==> config.mk <==
export PLATFORM = sky130hd
export DESIGN_NAME = zxuno_top
export DESIGN_NICKNAME = d
export VERILOG_FILES = /design/src/rtl/zxuno_pkg.sv /design/src/rtl/zxuno_reg_if.sv /design/src/rtl/zxuno_top.sv /design/src/rtl/zxuno_regs.sv /design/src/rtl/raster_timer.sv /design/src/rtl/zxuno_port_fsm.sv
export VERILOG_INCLUDE_DIRS = /design/src /design/src/rtl
export SDC_FILE = /design/constraint.sdc
export NUM_CORES = 1
export LEC_CHECK = 0
export ABC_CLOCK_PERIOD_IN_PS = 2300
export BUFFER_PORTS_ARGS = -buffer_cell sky130_fd_sc_hd__buf_2
export CAP_MARGIN = 20
export CORE_AREA = 2 2 105 107
export DETAILED_ROUTE_END_ITERATION = 6
export DIE_AREA = 0 0 107 109
export PLACE_DENSITY = 0.55
export REMOVE_ABC_BUFFERS = 1
export SETUP_SLACK_MARGIN = 0.2
export SLEW_MARGIN = 10
export SYNTH_ARGS = -nofsm -noshare
export SYNTH_HDL_FRONTEND = slang
export SYNTH_SLANG_ARGS = --single-unit
==> constraint.sdc <==
create_clock -name clk -period 2.3 [get_ports clk]
set_input_delay 0.115 -clock clk [delete_from_list [all_inputs] [get_ports clk]]
set_output_delay 0.115 -clock clk [all_outputs]
set_load 0.1 [all_outputs]
==> src/rtl/zxuno_params.svh <==
`ifndef ZXUNO_PARAMS_SVH
`define ZXUNO_PARAMS_SVH

// ----------------------------------------------------------
// I/O ports of the configuration register bank
// ----------------------------------------------------------
`define ZXUNO_ADDR_PORT 16'hFC3B
`define ZXUNO_DATA_PORT 16'hFD3B

// ----------------------------------------------------------
// Register numbers
// ----------------------------------------------------------
`define REG_SCRATCH    8'h03
`define REG_RASTERLINE 8'h0C
`define REG_RASTERCTRL 8'h0D
`define REG_DEVOPTIONS 8'h0E
`define REG_COREID     8'hFF

// ----------------------------------------------------------
// Video timing, in CPU clocks and lines
// ----------------------------------------------------------
`define H_TOTAL 448
`define V_TOTAL 312
`define INT_LEN 32

// Core identification, first character read first
`define COREID_LEN  8
`define COREID_TEXT "ZXCFG001"

`endif
==> src/rtl/zxuno_pkg.sv <==
package zxuno_pkg;

   // Register number held in the address port
   typedef logic [7:0] reg_addr_t;

   // Device options byte
   // Written whole by the CPU, read bit by bit by the devices
   typedef union packed {
      logic [7:0] raw;
      struct packed {
         logic disable_spisd;
         logic enable_timexmmu;
         logic disable_romsel1f;
         logic disable_romsel7f;
         logic disable_1ffd;
         logic disable_7ffd;
         logic disable_turboay;
         logic disable_ay;
      } flags;
   } devopt_u;

endpackage

==> src/rtl/zxuno_reg_if.sv <==
`timescale 1ns/1ps

interface zxuno_reg_if import zxuno_pkg::*; ();

   reg_addr_t  addr;
   logic [7:0] wdata;
   logic       regrd;
   logic       regwr;
   logic       regaddr_changed;

   // Port decoder side
   modport host (output addr, output wdata, output regrd, output regwr,
                 output regaddr_changed);

   // Register bank side
   modport dev (input addr, input wdata, input regrd, input regwr,
                input regaddr_changed);

endinterface

==> src/rtl/zxuno_top.sv <==
`timescale 1ns/1ps
`include "zxuno_params.svh"

module zxuno_top import zxuno_pkg::*; (
   input  logic        clk,
   input  logic        rst_n,
   input  logic [15:0] a,
   input  logic        iorq_n,
   input  logic        rd_n,
   input  logic        wr_n,
   input  logic [7:0]  cpudout,
   output logic [7:0]  cpudin,
   output logic        int_n,
   output logic        disable_ay,
   output logic        disable_turboay,
   output logic        disable_7ffd,
   output logic        disable_1ffd,
   output logic        disable_romsel7f,
   output logic        disable_romsel1f,
   output logic        enable_timexmmu,
   output logic        disable_spisd
);

   logic [7:0] addr_dout;
   logic       addr_oe;
   logic [7:0] reg_dout;
   logic       reg_oe;
   logic       data_rd;
   devopt_u    devoptions;
   logic [8:0] raster_line;
   logic       rasterint_enable;
   logic       vretraceint_disable;
   logic       raster_int_in_progress;

   zxuno_reg_if reg_bus ();

   zxuno_port_fsm port_fsm_i (
      .clk       (clk),
      .rst_n     (rst_n),
      .a         (a),
      .iorq_n    (iorq_n),
      .rd_n      (rd_n),
      .wr_n      (wr_n),
      .cpudout   (cpudout),
      .reg_bus   (reg_bus.host),
      .addr_dout (addr_dout),
      .addr_oe   (addr_oe)
   );

   zxuno_regs regs_i (
      .clk                    (clk),
      .rst_n                  (rst_n),
      .reg_bus                (reg_bus.dev),
      .raster_int_in_progress (raster_int_in_progress),
      .devoptions             (devoptions),
      .raster_line            (raster_line),
      .rasterint_enable       (rasterint_enable),
      .vretraceint_disable    (vretraceint_disable),
      .reg_dout               (reg_dout),
      .reg_oe                 (reg_oe)
   );

   raster_timer timer_i (
      .clk                    (clk),
      .rst_n                  (rst_n),
      .raster_line            (raster_line),
      .rasterint_enable       (rasterint_enable),
      .vretraceint_disable    (vretraceint_disable),
      .int_n                  (int_n),
      .raster_int_in_progress (raster_int_in_progress)
   );

   // ----------------------------------------------------------
   // CPU data-in priority mux
   // ----------------------------------------------------------
   assign data_rd = !iorq_n && !rd_n && (a == `ZXUNO_DATA_PORT);

   // Unmapped registers read 0, other ports see the floating bus
   always_comb begin
      if (addr_oe) begin
         cpudin = addr_dout;
      end else if (data_rd) begin
         cpudin = reg_oe ? reg_dout : 8'h00;
      end else begin
         cpudin = 8'hFF;
      end
   end

   assign disable_ay       = devoptions.flags.disable_ay;
   assign disable_turboay  = devoptions.flags.disable_turboay;
   assign disable_7ffd     = devoptions.flags.disable_7ffd;
   assign disable_1ffd     = devoptions.flags.disable_1ffd;
   assign disable_romsel7f = devoptions.flags.disable_romsel7f;
   assign disable_romsel1f = devoptions.flags.disable_romsel1f;
   assign enable_timexmmu  = devoptions.flags.enable_timexmmu;
   assign disable_spisd    = devoptions.flags.disable_spisd;

endmodule

==> src/rtl/zxuno_regs.sv <==
`timescale 1ns/1ps
`include "zxuno_params.svh"

module zxuno_regs import zxuno_pkg::*; (
   input  logic       clk,
   input  logic       rst_n,
   zxuno_reg_if.dev   reg_bus,
   input  logic       raster_int_in_progress,
   output devopt_u    devoptions,
   output logic [8:0] raster_line,
   output logic       rasterint_enable,
   output logic       vretraceint_disable,
   output logic [7:0] reg_dout,
   output logic       reg_oe
);

   localparam int idx_w = $clog2(`COREID_LEN);
   localparam logic [8*`COREID_LEN-1:0] coreid_str = `COREID_TEXT;
   localparam logic [idx_w-1:0] idx_last = idx_w'(`COREID_LEN - 1);

   logic [7:0]       scratch;
   logic [idx_w-1:0] coreid_idx;
   logic [7:0]       coreid_char;

   // ----------------------------------------------------------
   // Writable registers
   // ----------------------------------------------------------
   always_ff @(posedge clk or negedge rst_n) begin
      if (!rst_n) begin
         scratch             <= '0;
         devoptions.raw      <= '0;
         raster_line         <= '0;
         rasterint_enable    <= 1'b0;
         vretraceint_disable <= 1'b0;
      end else if (reg_bus.regwr) begin
         case (reg_bus.addr)
            `REG_SCRATCH: begin
               scratch <= reg_bus.wdata;
            end
            `REG_RASTERLINE: begin
               raster_line[7:0] <= reg_bus.wdata;
            end
            `REG_RASTERCTRL: begin
               // Line bit 8 lives in the control register
               raster_line[8]      <= reg_bus.wdata[0];
               rasterint_enable    <= reg_bus.wdata[1];
               vretraceint_disable <= reg_bus.wdata[2];
            end
            `REG_DEVOPTIONS: begin
               devoptions.raw <= reg_bus.wdata;
            end
            default: begin
            end
         endcase
      end
   end

   // ----------------------------------------------------------
   // Core id, one character per read
   // ----------------------------------------------------------
   always_ff @(posedge clk or negedge rst_n) begin
      if (!rst_n) begin
         coreid_idx <= '0;
      end else if (reg_bus.regaddr_changed) begin
         // Any new register selection restarts the string
         coreid_idx <= '0;
      end else if (reg_bus.regrd && reg_bus.addr == `REG_COREID) begin
         if (coreid_idx == idx_last) begin
            coreid_idx <= '0;
         end else begin
            coreid_idx <= coreid_idx + 1'b1;
         end
      end
   end

   // First character sits in the top byte of the literal
   assign coreid_char = coreid_str[8*(idx_last - coreid_idx) +: 8];

   // ----------------------------------------------------------
   // Read mux
   // ----------------------------------------------------------
   always_comb begin
      reg_oe = 1'b1;
      case (reg_bus.addr)
         `REG_SCRATCH:    reg_dout = scratch;
         `REG_RASTERLINE: reg_dout = raster_line[7:0];
         `REG_RASTERCTRL: reg_dout = {raster_int_in_progress, 4'b0000,
                                      vretraceint_disable, rasterint_enable,
                                      raster_line[8]};
         `REG_DEVOPTIONS: reg_dout = devoptions.raw;
         `REG_COREID:     reg_dout = coreid_char;
         default: begin
            reg_dout = 8'h00;
            reg_oe   = 1'b0;
         end
      endcase
   end

endmodule

==> src/rtl/raster_timer.sv <==
`timescale 1ns/1ps
`include "zxuno_params.svh"

module raster_timer (
   input  logic       clk,
   input  logic       rst_n,
   input  logic [8:0] raster_line,
   input  logic       rasterint_enable,
   input  logic       vretraceint_disable,
   output logic       int_n,
   output logic       raster_int_in_progress
);

   localparam logic [8:0] h_last  = 9'(`H_TOTAL - 1);
   localparam logic [8:0] v_last  = 9'(`V_TOTAL - 1);
   localparam logic [8:0] int_end = 9'(`INT_LEN);
   localparam logic [8:0] v_total = 9'(`V_TOTAL);

   logic [8:0] hcount;
   logic [8:0] vcount;
   logic       in_pulse;
   logic       vretrace_int;
   logic       raster_int;

   // ----------------------------------------------------------
   // Line and frame counters
   // ----------------------------------------------------------
   always_ff @(posedge clk or negedge rst_n) begin
      if (!rst_n) begin
         hcount <= '0;
         vcount <= '0;
      end else if (hcount == h_last) begin
         hcount <= '0;
         if (vcount == v_last) begin
            vcount <= '0;
         end else begin
            vcount <= vcount + 1'b1;
         end
      end else begin
         hcount <= hcount + 1'b1;
      end
   end

   // ----------------------------------------------------------
   // Interrupt sources
   // ----------------------------------------------------------
   assign in_pulse = (hcount < int_end);

   // Vertical retrace on line 0, on by default
   assign vretrace_int = !vretraceint_disable && (vcount == '0) && in_pulse;

   // Lines past the frame never match
   assign raster_int = rasterint_enable && (raster_line < v_total)
                       && (vcount == raster_line) && in_pulse;

   // Registered so int_n is clean and starts high
   always_ff @(posedge clk or negedge rst_n) begin
      if (!rst_n) begin
         int_n                  <= 1'b1;
         raster_int_in_progress <= 1'b0;
      end else begin
         int_n                  <= !(vretrace_int || raster_int);
         raster_int_in_progress <= raster_int;
      end
   end

   // Pulse always sits in the first INT_LEN clocks of a line
   a_int_window : assert property (@(posedge clk) disable iff (!rst_n)
      !int_n |-> $past(hcount) < int_end);

endmodule

==> src/rtl/zxuno_port_fsm.sv <==
`timescale 1ns/1ps
`include "zxuno_params.svh"

module zxuno_port_fsm import zxuno_pkg::*; (
   input  logic        clk,
   input  logic        rst_n,
   input  logic [15:0] a,
   input  logic        iorq_n,
   input  logic        rd_n,
   input  logic        wr_n,
   input  logic [7:0]  cpudout,
   zxuno_reg_if.host   reg_bus,
   output logic [7:0]  addr_dout,
   output logic        addr_oe
);

   localparam logic [1:0] st_idle   = 2'd0;
   localparam logic [1:0] st_strobe = 2'd1;
   localparam logic [1:0] st_hold   = 2'd2;

   logic [1:0] state;
   logic [1:0] state_nxt;
   logic       addr_hit;
   logic       data_hit;
   logic       io_rd;
   logic       io_wr;
   logic       access;
   logic       rd_kind;
   logic       wr_kind;
   logic       aw_kind;
   reg_addr_t  addr_q;
   logic [7:0] wdata_q;

   // ----------------------------------------------------------
   // Bus decode
   // ----------------------------------------------------------
   assign addr_hit = (a == `ZXUNO_ADDR_PORT);
   assign data_hit = (a == `ZXUNO_DATA_PORT);
   assign io_rd    = !iorq_n && !rd_n;
   assign io_wr    = !iorq_n && !wr_n;
   assign access   = (io_rd || io_wr) && (addr_hit || data_hit);

   // One strobe per I/O cycle, however long the CPU holds it
   always_comb begin
      case (state)
         st_idle: state_nxt = access ? st_strobe : st_idle;
         default: state_nxt = access ? st_hold : st_idle;
      endcase
   end

   always_ff @(posedge clk or negedge rst_n) begin
      if (!rst_n) begin
         state   <= st_idle;
         rd_kind <= 1'b0;
         wr_kind <= 1'b0;
         aw_kind <= 1'b0;
         addr_q  <= '0;
      end else begin
         state <= state_nxt;
         if (state == st_idle && access) begin
            // Write wins if both rd_n and wr_n are low
            rd_kind <= data_hit && io_rd && !io_wr;
            wr_kind <= data_hit && io_wr;
            aw_kind <= addr_hit && io_wr;
            if (addr_hit && io_wr) begin
               addr_q <= cpudout;
            end
         end
      end
   end

   always_ff @(posedge clk) begin
      if (state == st_idle && access && data_hit && io_wr) begin
         wdata_q <= cpudout;
      end
   end

   // ----------------------------------------------------------
   // Register bus and address readback
   // ----------------------------------------------------------
   assign reg_bus.addr            = addr_q;
   assign reg_bus.wdata           = wdata_q;
   assign reg_bus.regrd           = (state == st_strobe) && rd_kind;
   assign reg_bus.regwr           = (state == st_strobe) && wr_kind;
   assign reg_bus.regaddr_changed = (state == st_strobe) && aw_kind;

   assign addr_dout = addr_q;
   assign addr_oe   = addr_hit && io_rd;

   a_strobe_onehot : assert property (@(posedge clk) disable iff (!rst_n)
      $onehot0({reg_bus.regrd, reg_bus.regwr, reg_bus.regaddr_changed}));

   // A strobe only ever follows an access sampled in IDLE
   a_strobe_after_idle : assert property (@(posedge clk) disable iff (!rst_n)
      (reg_bus.regrd || reg_bus.regwr || reg_bus.regaddr_changed)
      |-> state != st_idle && $past(state == st_idle && access));

endmodule

# ---- After elaboration in Yosys (flattened, before gate mapping)
# Cells that the tools add are included.
dict set report op_classes {
  mux 13
  n_lt_le_gt_ge 2
  addsub 4
  shift 1
  eq_ne 12
  n_reduce_logical 38
}
# operator n
set ops {}
lappend ops {{indexed part select 64 x 33 -> 8 bit, first input constant} 1}
lappend ops {{one-hot mux 8 bit (5 select lines)} 1}
lappend ops {{equality test 16 bit, second input constant} 2}
lappend ops {{equality test 8 x 4 -> 1 bit, second input constant} 3}
lappend ops {{two-way mux 8 bit} 3}
lappend ops {{logical AND 1 bit} 20}
lappend ops {{adder 9 x 1 -> 9 bit, second input constant} 2}
lappend ops {{equality test 9 bit, second input constant} 2}
lappend ops {{two-way mux 9 bit} 2}
lappend ops {{AND reduction 2 bit} 5}
lappend ops {{equality test 9 bit} 1}
lappend ops {{zero test 9 bit} 1}
lappend ops {{< comparator 9 x 6 -> 1 bit, second input constant} 1}
lappend ops {{< comparator 9 bit, second input constant} 1}
lappend ops {{two-way mux 3 bit} 3}
lappend ops {{equality test 8 x 2 -> 1 bit, second input constant} 1}
lappend ops {{equality test 8 bit, second input constant} 1}
lappend ops {{zero test 1 bit} 6}
lappend ops {{OR reduction 5 bit} 1}
lappend ops {{two-way mux 2 bit} 2}
lappend ops {{subtractor 3 x 3 -> 4 bit, first input constant} 1}
lappend ops {{adder 3 x 1 -> 3 bit, second input constant} 1}
lappend ops {{equality test 3 bit, second input constant} 1}
lappend ops {{logical OR 1 bit} 3}
lappend ops {{other kinds (4)} 5}
dict set report totals {
  word_cells 87
  reg_bits 71
  in_bits 29
  out_inout_bits 17
}

# ---- Logic depth before layout (Yosys ltp)
# Gate-level depths: netlist (run 1).
dict set report depth {
  depth_word 7
  depth_mapped 6
  depth_no_buf 6
}

# ---- By module
# A second synthesis (run 1) with hierarchy kept.
dict set report unflattened {
  hier_cells 356
  hier_area_um2 4092.7
}
# mod seq_area_each_um2 n_inst area_per_inst_um2 cells_per_inst
set by_module_without_submodules {}
lappend by_module_without_submodules {zxuno_regs 750.7 1 1717.9 138}
lappend by_module_without_submodules {raster_timer 501.7 1 1189.9 118}
lappend by_module_without_submodules {zxuno_port_fsm 565.5 1 959.7 67}
lappend by_module_without_submodules {zxuno_top 0.0 1 225.2 33}

# ---- Worst setup path after synthesis (run 1)
# No wires, ideal clock.
dict set report synth_timing {
  path_type {register to output}
  start {register port_fsm_i.addr_q[4] (netlist: port_fsm_i.addr_dout[4])}
  end {output port cpudin[3]}
  t_required_ps 2185
  path_stages_with_launch 6
  setup_slack_ps -1158
  n_path_buf 1
  t_arrival_ps 3343
  path_cell_list {dfrtp_1 -> or4_1 -> buf_2 -> nor4_4 -> a22oi_1 -> a31oi_1}
}
dict set report synth_via {
  elab_chain_len 6
  elab_cells_between_ends 11
  classes_between {eq/ne: 5; mux: 5; reduce/logical: 1}
}
# element line_no
set synth_rtl {}
lappend synth_rtl {{start: declaration} zxuno_port_fsm.sv:31} ;# reg_addr_t addr_q;
lappend synth_rtl {{start signal: assignment} zxuno_port_fsm.sv:66} ;# addr_q <= cpudout;
lappend synth_rtl {{equality test 8 x 2 -> 1 bit (tied with other cells)} zxuno_regs.sv:84} ;# case (reg_bus.addr)
lappend synth_rtl {{OR reduction 5 bit (no line)} -}
lappend synth_rtl {{two-way mux 1 bit} zxuno_regs.sv:84}
lappend synth_rtl {{two-way mux 8 bit *} zxuno_top.sv:83} ;# cpudin = reg_oe ? reg_dout : 8'h00;
lappend synth_rtl {{two-way mux 8 bit *} zxuno_top.sv:82} ;# end else if (data_rd) begin
lappend synth_rtl {{two-way mux 8 bit *} zxuno_top.sv:80} ;# if (addr_oe) begin
lappend synth_rtl {{end: declaration} zxuno_top.sv:12} ;# output logic [7:0] cpudin,
# Every way passes the cells marked *; elsewhere a longest branch is shown, timed or not.

# ---- Worst setup path after layout (run 1)
dict set report layout_timing {
  start {register port_fsm_i.addr_q[7] (netlist: port_fsm_i.addr_dout[7])}
  end {output port cpudin[2]}
}
# Same word-level chain as after synthesis.

==> out/results.ini, run 1 <==
[yosys]
synth.ff_latch_count = 71
ys.flop_type = dfrtp_1
synth-edff-count = 8
synth-async-reset-ratio_pct = 88.7
seq_area_frac_synth_pct = 50.5
syn_avg_cell_area_um2 = 11.6
yosysWarningCount = 0
syn_area_um2 = 3600
synth_cell_types = 52
syn_inst = 310

[place]
post-place-ws_ns = 0.0667
gp_congestion = 0.797
dp_hpwl_um = 6520
place_area_um2 = 4250
numPortBuffers = 45

[clock_network]
cts-root-buf = clkbuf_8
clkTransAtPathRegs_ns = 0.09
htreeDepth = 3
numCtsBuffers = 9
cts.path.max_buffers = 2
worstSkewPairLatency_ns = 0.35
cts_tree = built
clkSinkCount = 71

[sta]
worst_slack_ns = -0.187
slew_viol_final = 0
finClkSkew_ns = 0.0104
finalSetupTns_ns = -1.22
slew_headroom_pct = 61.9
worstMarginPinSlew_ns = 0.571
max_freq_mhz = 402
hold_viol = 0
period_minus_slack_ns = 2.49
grt_setup_unrepaired = true
setup_viol = 8
fin_crit_sh_pct = 108

[setup_path]
max_stage_delay_ns = 0.61
critPathKind = reg -> out
cp.required_ns = 2.18
endpoint_kind = output pin
cp_top_family = simple AND/OR/NAND/NOR gates
cp_slowest_cell = or4_4
crit_buf_inv = 1
crit_chain = or4_4 > or3_4 > o2bb2ai_1 > o32a_1 > buf_12
crit_fanout = 5
arrival_ns = 2.37
cp-start-kind = register

[power]
p_per_area_nw_per_um2 = 491
p_leak_nw = 2.11
irDropWorstVdd_mv = 0.361
totalPowerFinal_mw = 2.26

[grt]
grt_pass1_vias = 2703
grt_use_total_pct = 15.6
grt_pass1_wl_um = 13900
grt_max_degree = 41
grt_overflow_total = 0
antenna_found_initial = 0

[hold_path]
min_path_type = in -> reg

[floorplanning]
die-area_um2 = 11700
initial_utilization_pct = 33.9
die_width_um = 107
die_h_um = 109
core_um2 = 10600
num_rows = 38
io_pins = 46

[route]
routed_wl_um = 8580
initialDrtViolationCount = 199
ant_nets = 0
wl_per_cell_um = 16.2
highest_layer = met4
vias = 2730
routed_via_density = 5.14
wl_met2_um = 4050
met1Wirelength_um = 4030
firstDrtPassIters = 4
dr_wl_met3_um = 309
drc = 0

[cells_and_area]
design_area_um2 = 4600
n_antenna_cell = 0
syn2layout_area_growth_pct = 27.8
fin_nets = 423
drive_above_1_share_pct = 34.8
n_fill_cell = 1027

[outcome]
status = complete, but fails checks
violations = setup timing

[run]
maxCapViolCount = 0

per-layer routing:
| metal | vias up | global-route usage [%] |
|---|---|---|
| met4 | 0 | 6.22 |
| met5 | - | 0 |
| met2 | 58 | 25.4 |
| met1 | 1343 | 20.1 |
| li1 | 1315 | - |
| met3 | 14 | 3.59 |
metrics by stage:
| stage | utilization, % | std cells | hold slack, ns |
|---|---|---|---|
| final | 43.4 | 531 | 0.0538 |
| after global routing | 43.4 | 531 | 0.0459 |
| after CTS | 43.2 | 530 | 0.0331 |
| after detailed placement | 40.1 | 503 | 0.143 |
| after global placement | 40.1 | 503 | 0.146 |
| after floorplan | - | 299 | -0.181 |
Yosys cell counts, types with 6 or more instances:
cell,count,area [um^2]
inv_1,14,52.6
mux2i_1,7,70.1
o21ai_0,8,40.0
a21oi_1,6,30.0
nor4_1,8,50.1
ha_1,8,100
nand2_1,15,56.3
nor2_1,14,52.6
a22o_1,7,61.3
nand3_1,10,50.1
mux2_2,38,428
xor2_1,9,78.8
clkbuf_1,8,30.0
edfxtp_1,8,240
nor3_1,6,30.0
dfrtp_1,62,1550
area by class of cell:
type                       instances  area (um^2)  share of cell area (%)
sequential                        71         1820                    39.5
multi-input combinational        214         1740                    37.9
timing repair buffer              76          633                    13.8
tap                              140          175                    3.81
clock buffer                       9          124                    2.69
clock inverter                     7         53.8                    1.17
inverter                          14         52.6                    1.14
cells by family after synthesis:
family          share of synthesized area [%]
flops                                    50.5
buf+inv                                  2.68
mux                                      13.8
xor+xnor                                 3.41
compound gates                           10.9
fa+ha+maj                                2.78
simple gates                             15.9
cell usage in the layout (no fill, tap or decap), drive strengths merged, types with 6 or more instances in the layout:
| cell | count |
|---|---|
| buf | 67 |
| dfrtp | 62 |
| mux2 | 38 |
| inv | 17 |
| nand2 | 16 |
| nor2 | 14 |
| nor4 | 11 |
| nand3 | 10 |
| xor2 | 9 |
| clkbuf | 9 |
| dlygate4sd3 | 9 |
| o21ai | 8 |
| ha | 8 |
| edfxtp | 8 |
| a22o | 7 |
| mux2i | 7 |
| nor3 | 6 |
| a21oi | 6 |
registers in the layout (all words and copies together) (netlist names), 2 cells and up:
register,flops
regs_i.raster_line,9
timer_i.hcount,9
regs_i.scratch,8
timer_i.vcount,9
port_fsm_i.reg_bus.wdata,8
regs_i.devoptions,8
regs_i.coreid_idx,3
port_fsm_i.addr_dout,8
port_fsm_i.state,2
final timing paths:
check / start / to / slack (ns) / depth (start not counted)
worst max register to register: port_fsm_i.addr_dout[7] / regs_i.devoptions[7] / 0.17 / 6
min in group asynchronous: rst_n / timer_i.hcount[4] / 0.29 / 2
max in group asynchronous: rst_n / timer_i.vcount[2] / 1.41 / 3
worst min register to register: port_fsm_i.wr_kind / port_fsm_i.wr_kind / 0.48 / 1
worst max-delay path: port_fsm_i.addr_dout[7] / cpudin[2] / -0.19 / 5
worst min-delay path: wr_n / port_fsm_i.rd_kind / 0.05 / 2
power by group:
| group | switching, mW | internal, mW |
|---|---|---|
| clock | 0.517 | 0.402 |
| combinational | 0.0382 | 0.0330 |
| sequential | 0.0000376 | 1.27 |
what timing repair did:
action / in CTS / in global routing
pin swaps: 11 / 3
setup buffers: 2 / 1
hold buffers: 9 / 0
endpoints found under the hold margin: 37 / 0
setup endpoints to repair: 16 / 24
gates resized for setup: 11 / 2
No activity file was read; power rests on OpenSTA's default activity.
==> run 2, diff against run 1 <==
- CORE_AREA: 2 2 105 107 -> 2 2 75 149
- DIE_AREA: 0 0 107 109 -> 0 0 77 151
- GPL_TIMING_DRIVEN: default -> 0
==> out/results.ini, run 2 (synthesis results as in run 1) <==
[outcome]
status = complete, but fails checks
violations = setup timing

[cells_and_area]
layout_common_cells = dfrtp_1 (61), buf_2 (36), mux2_2 (30)
final_common_cell = dfrtp_1
syn2layout_area_growth_pct = 31.1
fin_nets = 413  ; -2.4%
final_cells = 518  ; -2.4%
top_regs = regs_i.raster_line: 9 flops, timer_i.hcount: 9 flops, timer_i.vcount: 9 flops
drive_above_1_share_pct = 36.0  ; +1.2 points
n_antenna_cell = 0  ; unchanged
n_fill_cell = 1025  ; -0.19%

[grt]
grt_pass1_wl_um = 15100  ; +8.3%
grt_use_total_pct = 17.3  ; +1.7 points
grt_overflow_total = 0  ; unchanged
grt_max_degree = 64  ; +56%
grt_pass1_vias = 2964  ; +9.7%
antenna_found_initial = 0  ; unchanged

[setup_path]
max_stage_delay_ns = 0.62  ; about the same
crit_buf_inv = 2  ; +1
cp_slowest_cell = or4_4
critPathKind = reg -> out
crit_chain = or4_4 > nor4_4 > buf_4 > a22oi_2 > a31oi_2 > buf_6
endpoint_kind = output pin
cp_top_family = simple AND/OR/NAND/NOR gates
cp.required_ns = 2.18  ; about the same
crit_fanout = 5  ; unchanged
cp-start-kind = register
arrival_ns = 2.39  ; +0.02 ns

[power]
p_leak_nw = 2.10  ; -0.25%
power.share.clock_pct = 51.2  ; +10 points
irDropWorstVdd_mv = 0.516  ; +43%
sequentialPowerShare_pct = 46.1  ; -10 points
share_comb_of_total_power_pct = 2.8  ; -0.4 points
internal_power_mw = 2.15  ; +26%
p_per_area_nw_per_um2 = 584  ; +19%
power_switching_mw = 0.606  ; +9.1%
switching_share_pct = 22.0  ; -2.6 points

[sta]
worstMarginPinSlew_ns = 0.652  ; +0.0808 ns
fin_crit_sh_pct = 109  ; +0.70 points
slew_viol_final = 0  ; unchanged
setup_viol = 8  ; unchanged
whs_ns = 0.104  ; +0.0504 ns
hold_viol = 0  ; unchanged
max_freq_mhz = 399  ; -0.64%
finClkSkew_ns = 0.00888  ; -0.00150 ns
slew_headroom_pct = 56.2  ; -5.7 points
grt_setup_unrepaired = true
period_minus_slack_ns = 2.50  ; +0.0161 ns
worst_slack_ns = -0.203  ; -0.0161 ns

[clock_network]
cts-root-buf = clkbuf_16
clkSinkCount = 71  ; unchanged
cts.path.max_buffers = 2  ; unchanged
numCtsBuffers = 9  ; unchanged
htreeDepth = 3  ; unchanged
worstSkewPairLatency_ns = 0.34  ; about the same
cts_tree = built
clkTransAtPathRegs_ns = 0.06  ; -0.03 ns

[place]
numPortBuffers = 45  ; unchanged
dp.cells = 485  ; -3.6%
gp_congestion = 0.901  ; +13%
post-place-ws_ns = -0.525  ; -0.592 ns
dp_hpwl_um = 7020  ; +7.7%

[route]
wl_per_cell_um = 18.3  ; +13%
ant_nets = 0  ; unchanged
firstDrtPassIters = 4  ; unchanged
drc = 0  ; unchanged
routed_via_density = 5.29  ; +2.8%
vias = 2739  ; +0.33%
initialDrtViolationCount = 169  ; -15%
routed_wl_um = 9490  ; +11%

[floorplanning]
die_width_um = 77  ; -28%
initial_utilization_pct = 34.3  ; +0.41 points
num_rows = 53  ; +39%
io_pins = 46  ; unchanged
die_h_um = 151  ; +39%
core_um2 = 10500  ; -1.2%
die-area_um2 = 11600  ; -0.31%

[hold_path]
min_path_type = in -> reg

[run]
maxCapViolCount = 0  ; unchanged

run 2: cell types whose count changed in the layout (fill, tap and decap cells not counted), sizes merged:
cell / delta
buf: -10
bufinv: +1
clkbuf: +1
clkinv: -3
clkinvlp: +3
inv: -2
run 2: power by group through the flow:
stage | registers [mW] | logic (mW) | clock network (mW)
6_report | 1.27 | 0.0766 | 1.41
3_3_place_gp | 1.29 | 0.0565 | 0
2_1_floorplan | 1.29 | 0.00532 | 0
3_5_place_dp | 1.29 | 0.0649 | 0
4_1_cts | 1.27 | 0.0767 | 1.44
5_1_grt | 1.27 | 0.0856 | 1.50
run 2: area by class of cell:
class / instances / area [um^2] / area share [%]
Multi-Input combinational cell: 214 / 1840 / 39.1
Clock inverter: 6 / 70.1 / 1.49
Clock buffer: 10 / 229 / 4.86
Tap cell: 137 / 171 / 3.63
Timing Repair Buffer: 66 / 531 / 11.2
Sequential cell: 71 / 1820 / 38.6
Inverter: 14 / 52.6 / 1.11
run 2: path summary, 6_finish.rpt:
| kind | start | endpoint | slack (ns) | cells after the start |
|---|---|---|---|---|
| min in group asynchronous | rst_n | regs_i.vretraceint_disable | 0.34 | 3 |
| max in group asynchronous | rst_n | timer_i.int_n | 1.65 | 3 |
| worst max register to register | port_fsm_i.addr_dout[5] | regs_i.devoptions[2] | 0.13 | 5 |
| worst min-delay path | wr_n | port_fsm_i.rd_kind | 0.10 | 2 |
| worst max-delay path | port_fsm_i.addr_dout[5] | cpudin[4] | -0.20 | 6 |
| worst min register to register | timer_i.hcount[4] | timer_i.hcount[4] | 0.47 | 1 |
run 2: stage by stage:
step           setup TNS (ns)  power (mW)  utilization, %  area, um^2
2_1_floorplan           -5.08        1.30               -        3550
3_3_place_gp           -16.00        1.35            37.7        3950
3_5_place_dp            -3.96        1.36            38.3        4020
4_1_cts                 -1.46        2.79            43.9        4600
5_1_grt                 -1.96        2.85            45.0        4720
6_report                -1.37        2.75            45.0        4720
run 2: worst reg2reg max path: stages, from the launching register on:
cell and delay [ns]:
dfrtp_1 0.42, or4_4 0.62, buf_4 0.17, nor2_2 0.11, and4b_4 0.40, mux2_4 0.33
run 2: repair_timing:
action	CTS	global route
hold endpoints to repair	70	0
hold buffers	9	0
setup buffers	6	2
resized for setup	37	24
pin swaps	11	10
endpoints found under the setup margin	32	28
run 2: metal layers:
layer  track usage (%)  routed length (um)  vias to the layer above  part of all wire [%]
met5                 0                   0                        -                     0
met4              9.02                 369                        0                   3.9
met3              3.99                 297                       24                   3.1
met2              35.1                5730                       70                    60
met1              15.4                3100                     1350                    33
li1                  -                   -                     1295                     -
==> run 3, diff against run 2 <==
- CORE_AREA: 2 2 75 149 -> 2 2 117 96
- DIE_AREA: 0 0 77 151 -> 0 0 119 98
- PLACE_DENSITY: 0.55 -> 0.62
==> out/results.ini, run 3 (synthesis results as in run 1) <==
[route]
initialDrtViolationCount = 149  ; -12%
ant_nets = 0  ; unchanged
wl_per_cell_um = 16.4  ; -11%
drc = 0  ; unchanged
vias = 2771  ; +1.2%
routed_via_density = 5.29  ; about the same
firstDrtPassIters = 4  ; unchanged
routed_wl_um = 8570  ; -9.7%

[hold_path]
hold_path.startpoint = wr_n
holdPathEnd = port_fsm_i.rd_kind
min_path_type = in -> reg
hold_depth = 2  ; unchanged

[power]
p_per_area_nw_per_um2 = 586  ; +0.25%
totalPowerFinal_mw = 2.74  ; -0.47%
p_leak_nw = 2.08  ; -1.4%
irDropWorstVdd_mv = 0.320  ; -38%

[grt]
grt_max_degree = 64  ; unchanged
grt_use_total_pct = 15.5  ; -1.8 points
antenna_found_initial = 0  ; unchanged
use_met2_pct = 22.6  ; -12 points
use_met3_pct = 4.56  ; +0.56 points
grt_overflow_total = 0  ; unchanged
grt_pass1_vias = 2689  ; -9.3%
grt_util_met1_pct = 22.8  ; +7.4 points
grt.busiest_layer = met1
grt_pass1_wl_um = 14200  ; -6.0%

[cells_and_area]
syn2layout_area_growth_pct = 30.2
utilization_pct = 44.2  ; -0.81 points
n_antenna_cell = 0  ; unchanged
final_common_cell = dfrtp_1
layout_common_cells = dfrtp_1 (61), buf_2 (36), mux2_2 (30)
multi_input_area_um2 = 1830  ; -0.68%
top_regs = regs_i.raster_line: 9 flops, timer_i.hcount: 9 flops, timer_i.vcount: 9 flops
drive_above_1_share_pct = 35.3  ; -0.69 points
final_cells = 524  ; +1.2%
seq_area_um2 = 1820  ; unchanged
fin_nets = 412  ; -0.24%
design_area_um2 = 4680  ; -0.72%
n_fill_cell = 970  ; -5.4%

[floorplanning]
die-area_um2 = 11700  ; +0.30%
core_um2 = 10600  ; +1.1%
num_rows = 34  ; -36%
initial_utilization_pct = 34.0  ; -0.37 points
die_h_um = 98  ; -35%
die_width_um = 119  ; +55%
io_pins = 46  ; unchanged

[clock_network]
clkTransAtPathRegs_ns = 0.06  ; about the same
cts_tree = built
clkSinkCount = 71  ; unchanged
cts.path.max_buffers = 2  ; unchanged
htreeDepth = 3  ; unchanged
worstSkewPairLatency_ns = 0.34  ; about the same
cts-root-buf = clkbuf_16
numCtsBuffers = 9  ; unchanged

[sta]
worstMarginPinSlew_ns = 0.801  ; +0.148 ns
worst_slack_ns = -0.204  ; -0.000387 ns
setup_viol = 8  ; unchanged
slew_headroom_pct = 46.6  ; -9.5 points
fin_crit_sh_pct = 109  ; about the same
max_freq_mhz = 399  ; about the same
whs_ns = 0.103  ; -0.000916 ns
grt_setup_unrepaired = true
finClkSkew_ns = 0.0102  ; +0.00128 ns
hold_viol = 0  ; unchanged
period_minus_slack_ns = 2.50  ; +0.000387 ns
slew_viol_final = 0  ; unchanged
finalSetupTns_ns = -1.34  ; +0.0313 ns

[place]
numPortBuffers = 45  ; unchanged
dp.cells = 491  ; +1.2%
dp_hpwl_um = 6060  ; -14%
gp_congestion = 0.822  ; -8.8%
place_area_um2 = 4000  ; -0.47%
post-place-ws_ns = -0.629  ; -0.103 ns

[run]
maxCapViolCount = 0  ; unchanged

[setup_path]
critPathKind = reg -> out
crit_fanout = 5  ; unchanged
crit_buf_inv = 2  ; unchanged
r2r_start = port_fsm_i.addr_dout[5]
reg2reg_to = regs_i.raster_line[6]
cp_top_family = simple AND/OR/NAND/NOR gates
max_stage_delay_ns = 0.62  ; about the same
cp-start-kind = register
arrival_ns = 2.39  ; about the same
r2r_cells = 5  ; unchanged
cp.depth = 6  ; unchanged
cp.required_ns = 2.18  ; about the same
endpoint_kind = output pin
cp_slowest_cell = or4_4
crit_chain = or4_4 > nor4_4 > buf_4 > a22oi_2 > a31oi_2 > buf_6
regToRegSetupSlack_ns = 0.14  ; about the same

[outcome]
violations = setup timing
status = complete, but fails checks

-- run 3: metal layers --
layer / part of all wire [%] / up-vias
li1: - / 1301
met1: 50 / 1389
met2: 45 / 71
met3: 4.3 / 10
met4: 1.4 / 0
met5: 0 / -
-- run 3: where the power goes --
| group | internal [mW] | switching (mW) | total [mW] |
|---|---|---|---|
| combinational | 0.0303 | 0.0385 | 0.0687 |
| sequential | 1.27 | 0.0000717 | 1.27 |
| clock | 0.850 | 0.554 | 1.40 |
-- run 3: cell type report --
class	count	area share, %
multi-input cells	214	39.1
clock buffers	9	4.81
flip-flops and latches	71	38.9
well taps	144	3.85
repair buffers	65	10.6
inverters	14	1.12
clock inverters	7	1.71
-- run 3: timing repair --
action	4_1_cts	5_1_grt
setup buffers	8	0
hold buffers	9	0
endpoints found under the hold margin	70	0
pin swaps	10	9
resized for setup	53	3
endpoints found under the setup margin	36	34
-- run 3: worst max-delay path by stage --
stage,end,slack (ns),from
CTS,cpudin[3],-0.24,port_fsm_i.addr_dout[6]
finish,cpudin[4],-0.20,port_fsm_i.addr_dout[5]
floorplan,cpudin[3],-1.18,port_fsm_i.addr_dout[4]
global route,cpudin[5],-0.30,port_fsm_i.addr_dout[5]
detailed placement,cpudin[4],-0.63,port_fsm_i.addr_dout[4]
global placement,port_fsm_i.reg_bus.wdata[0],-0.63,a[6]
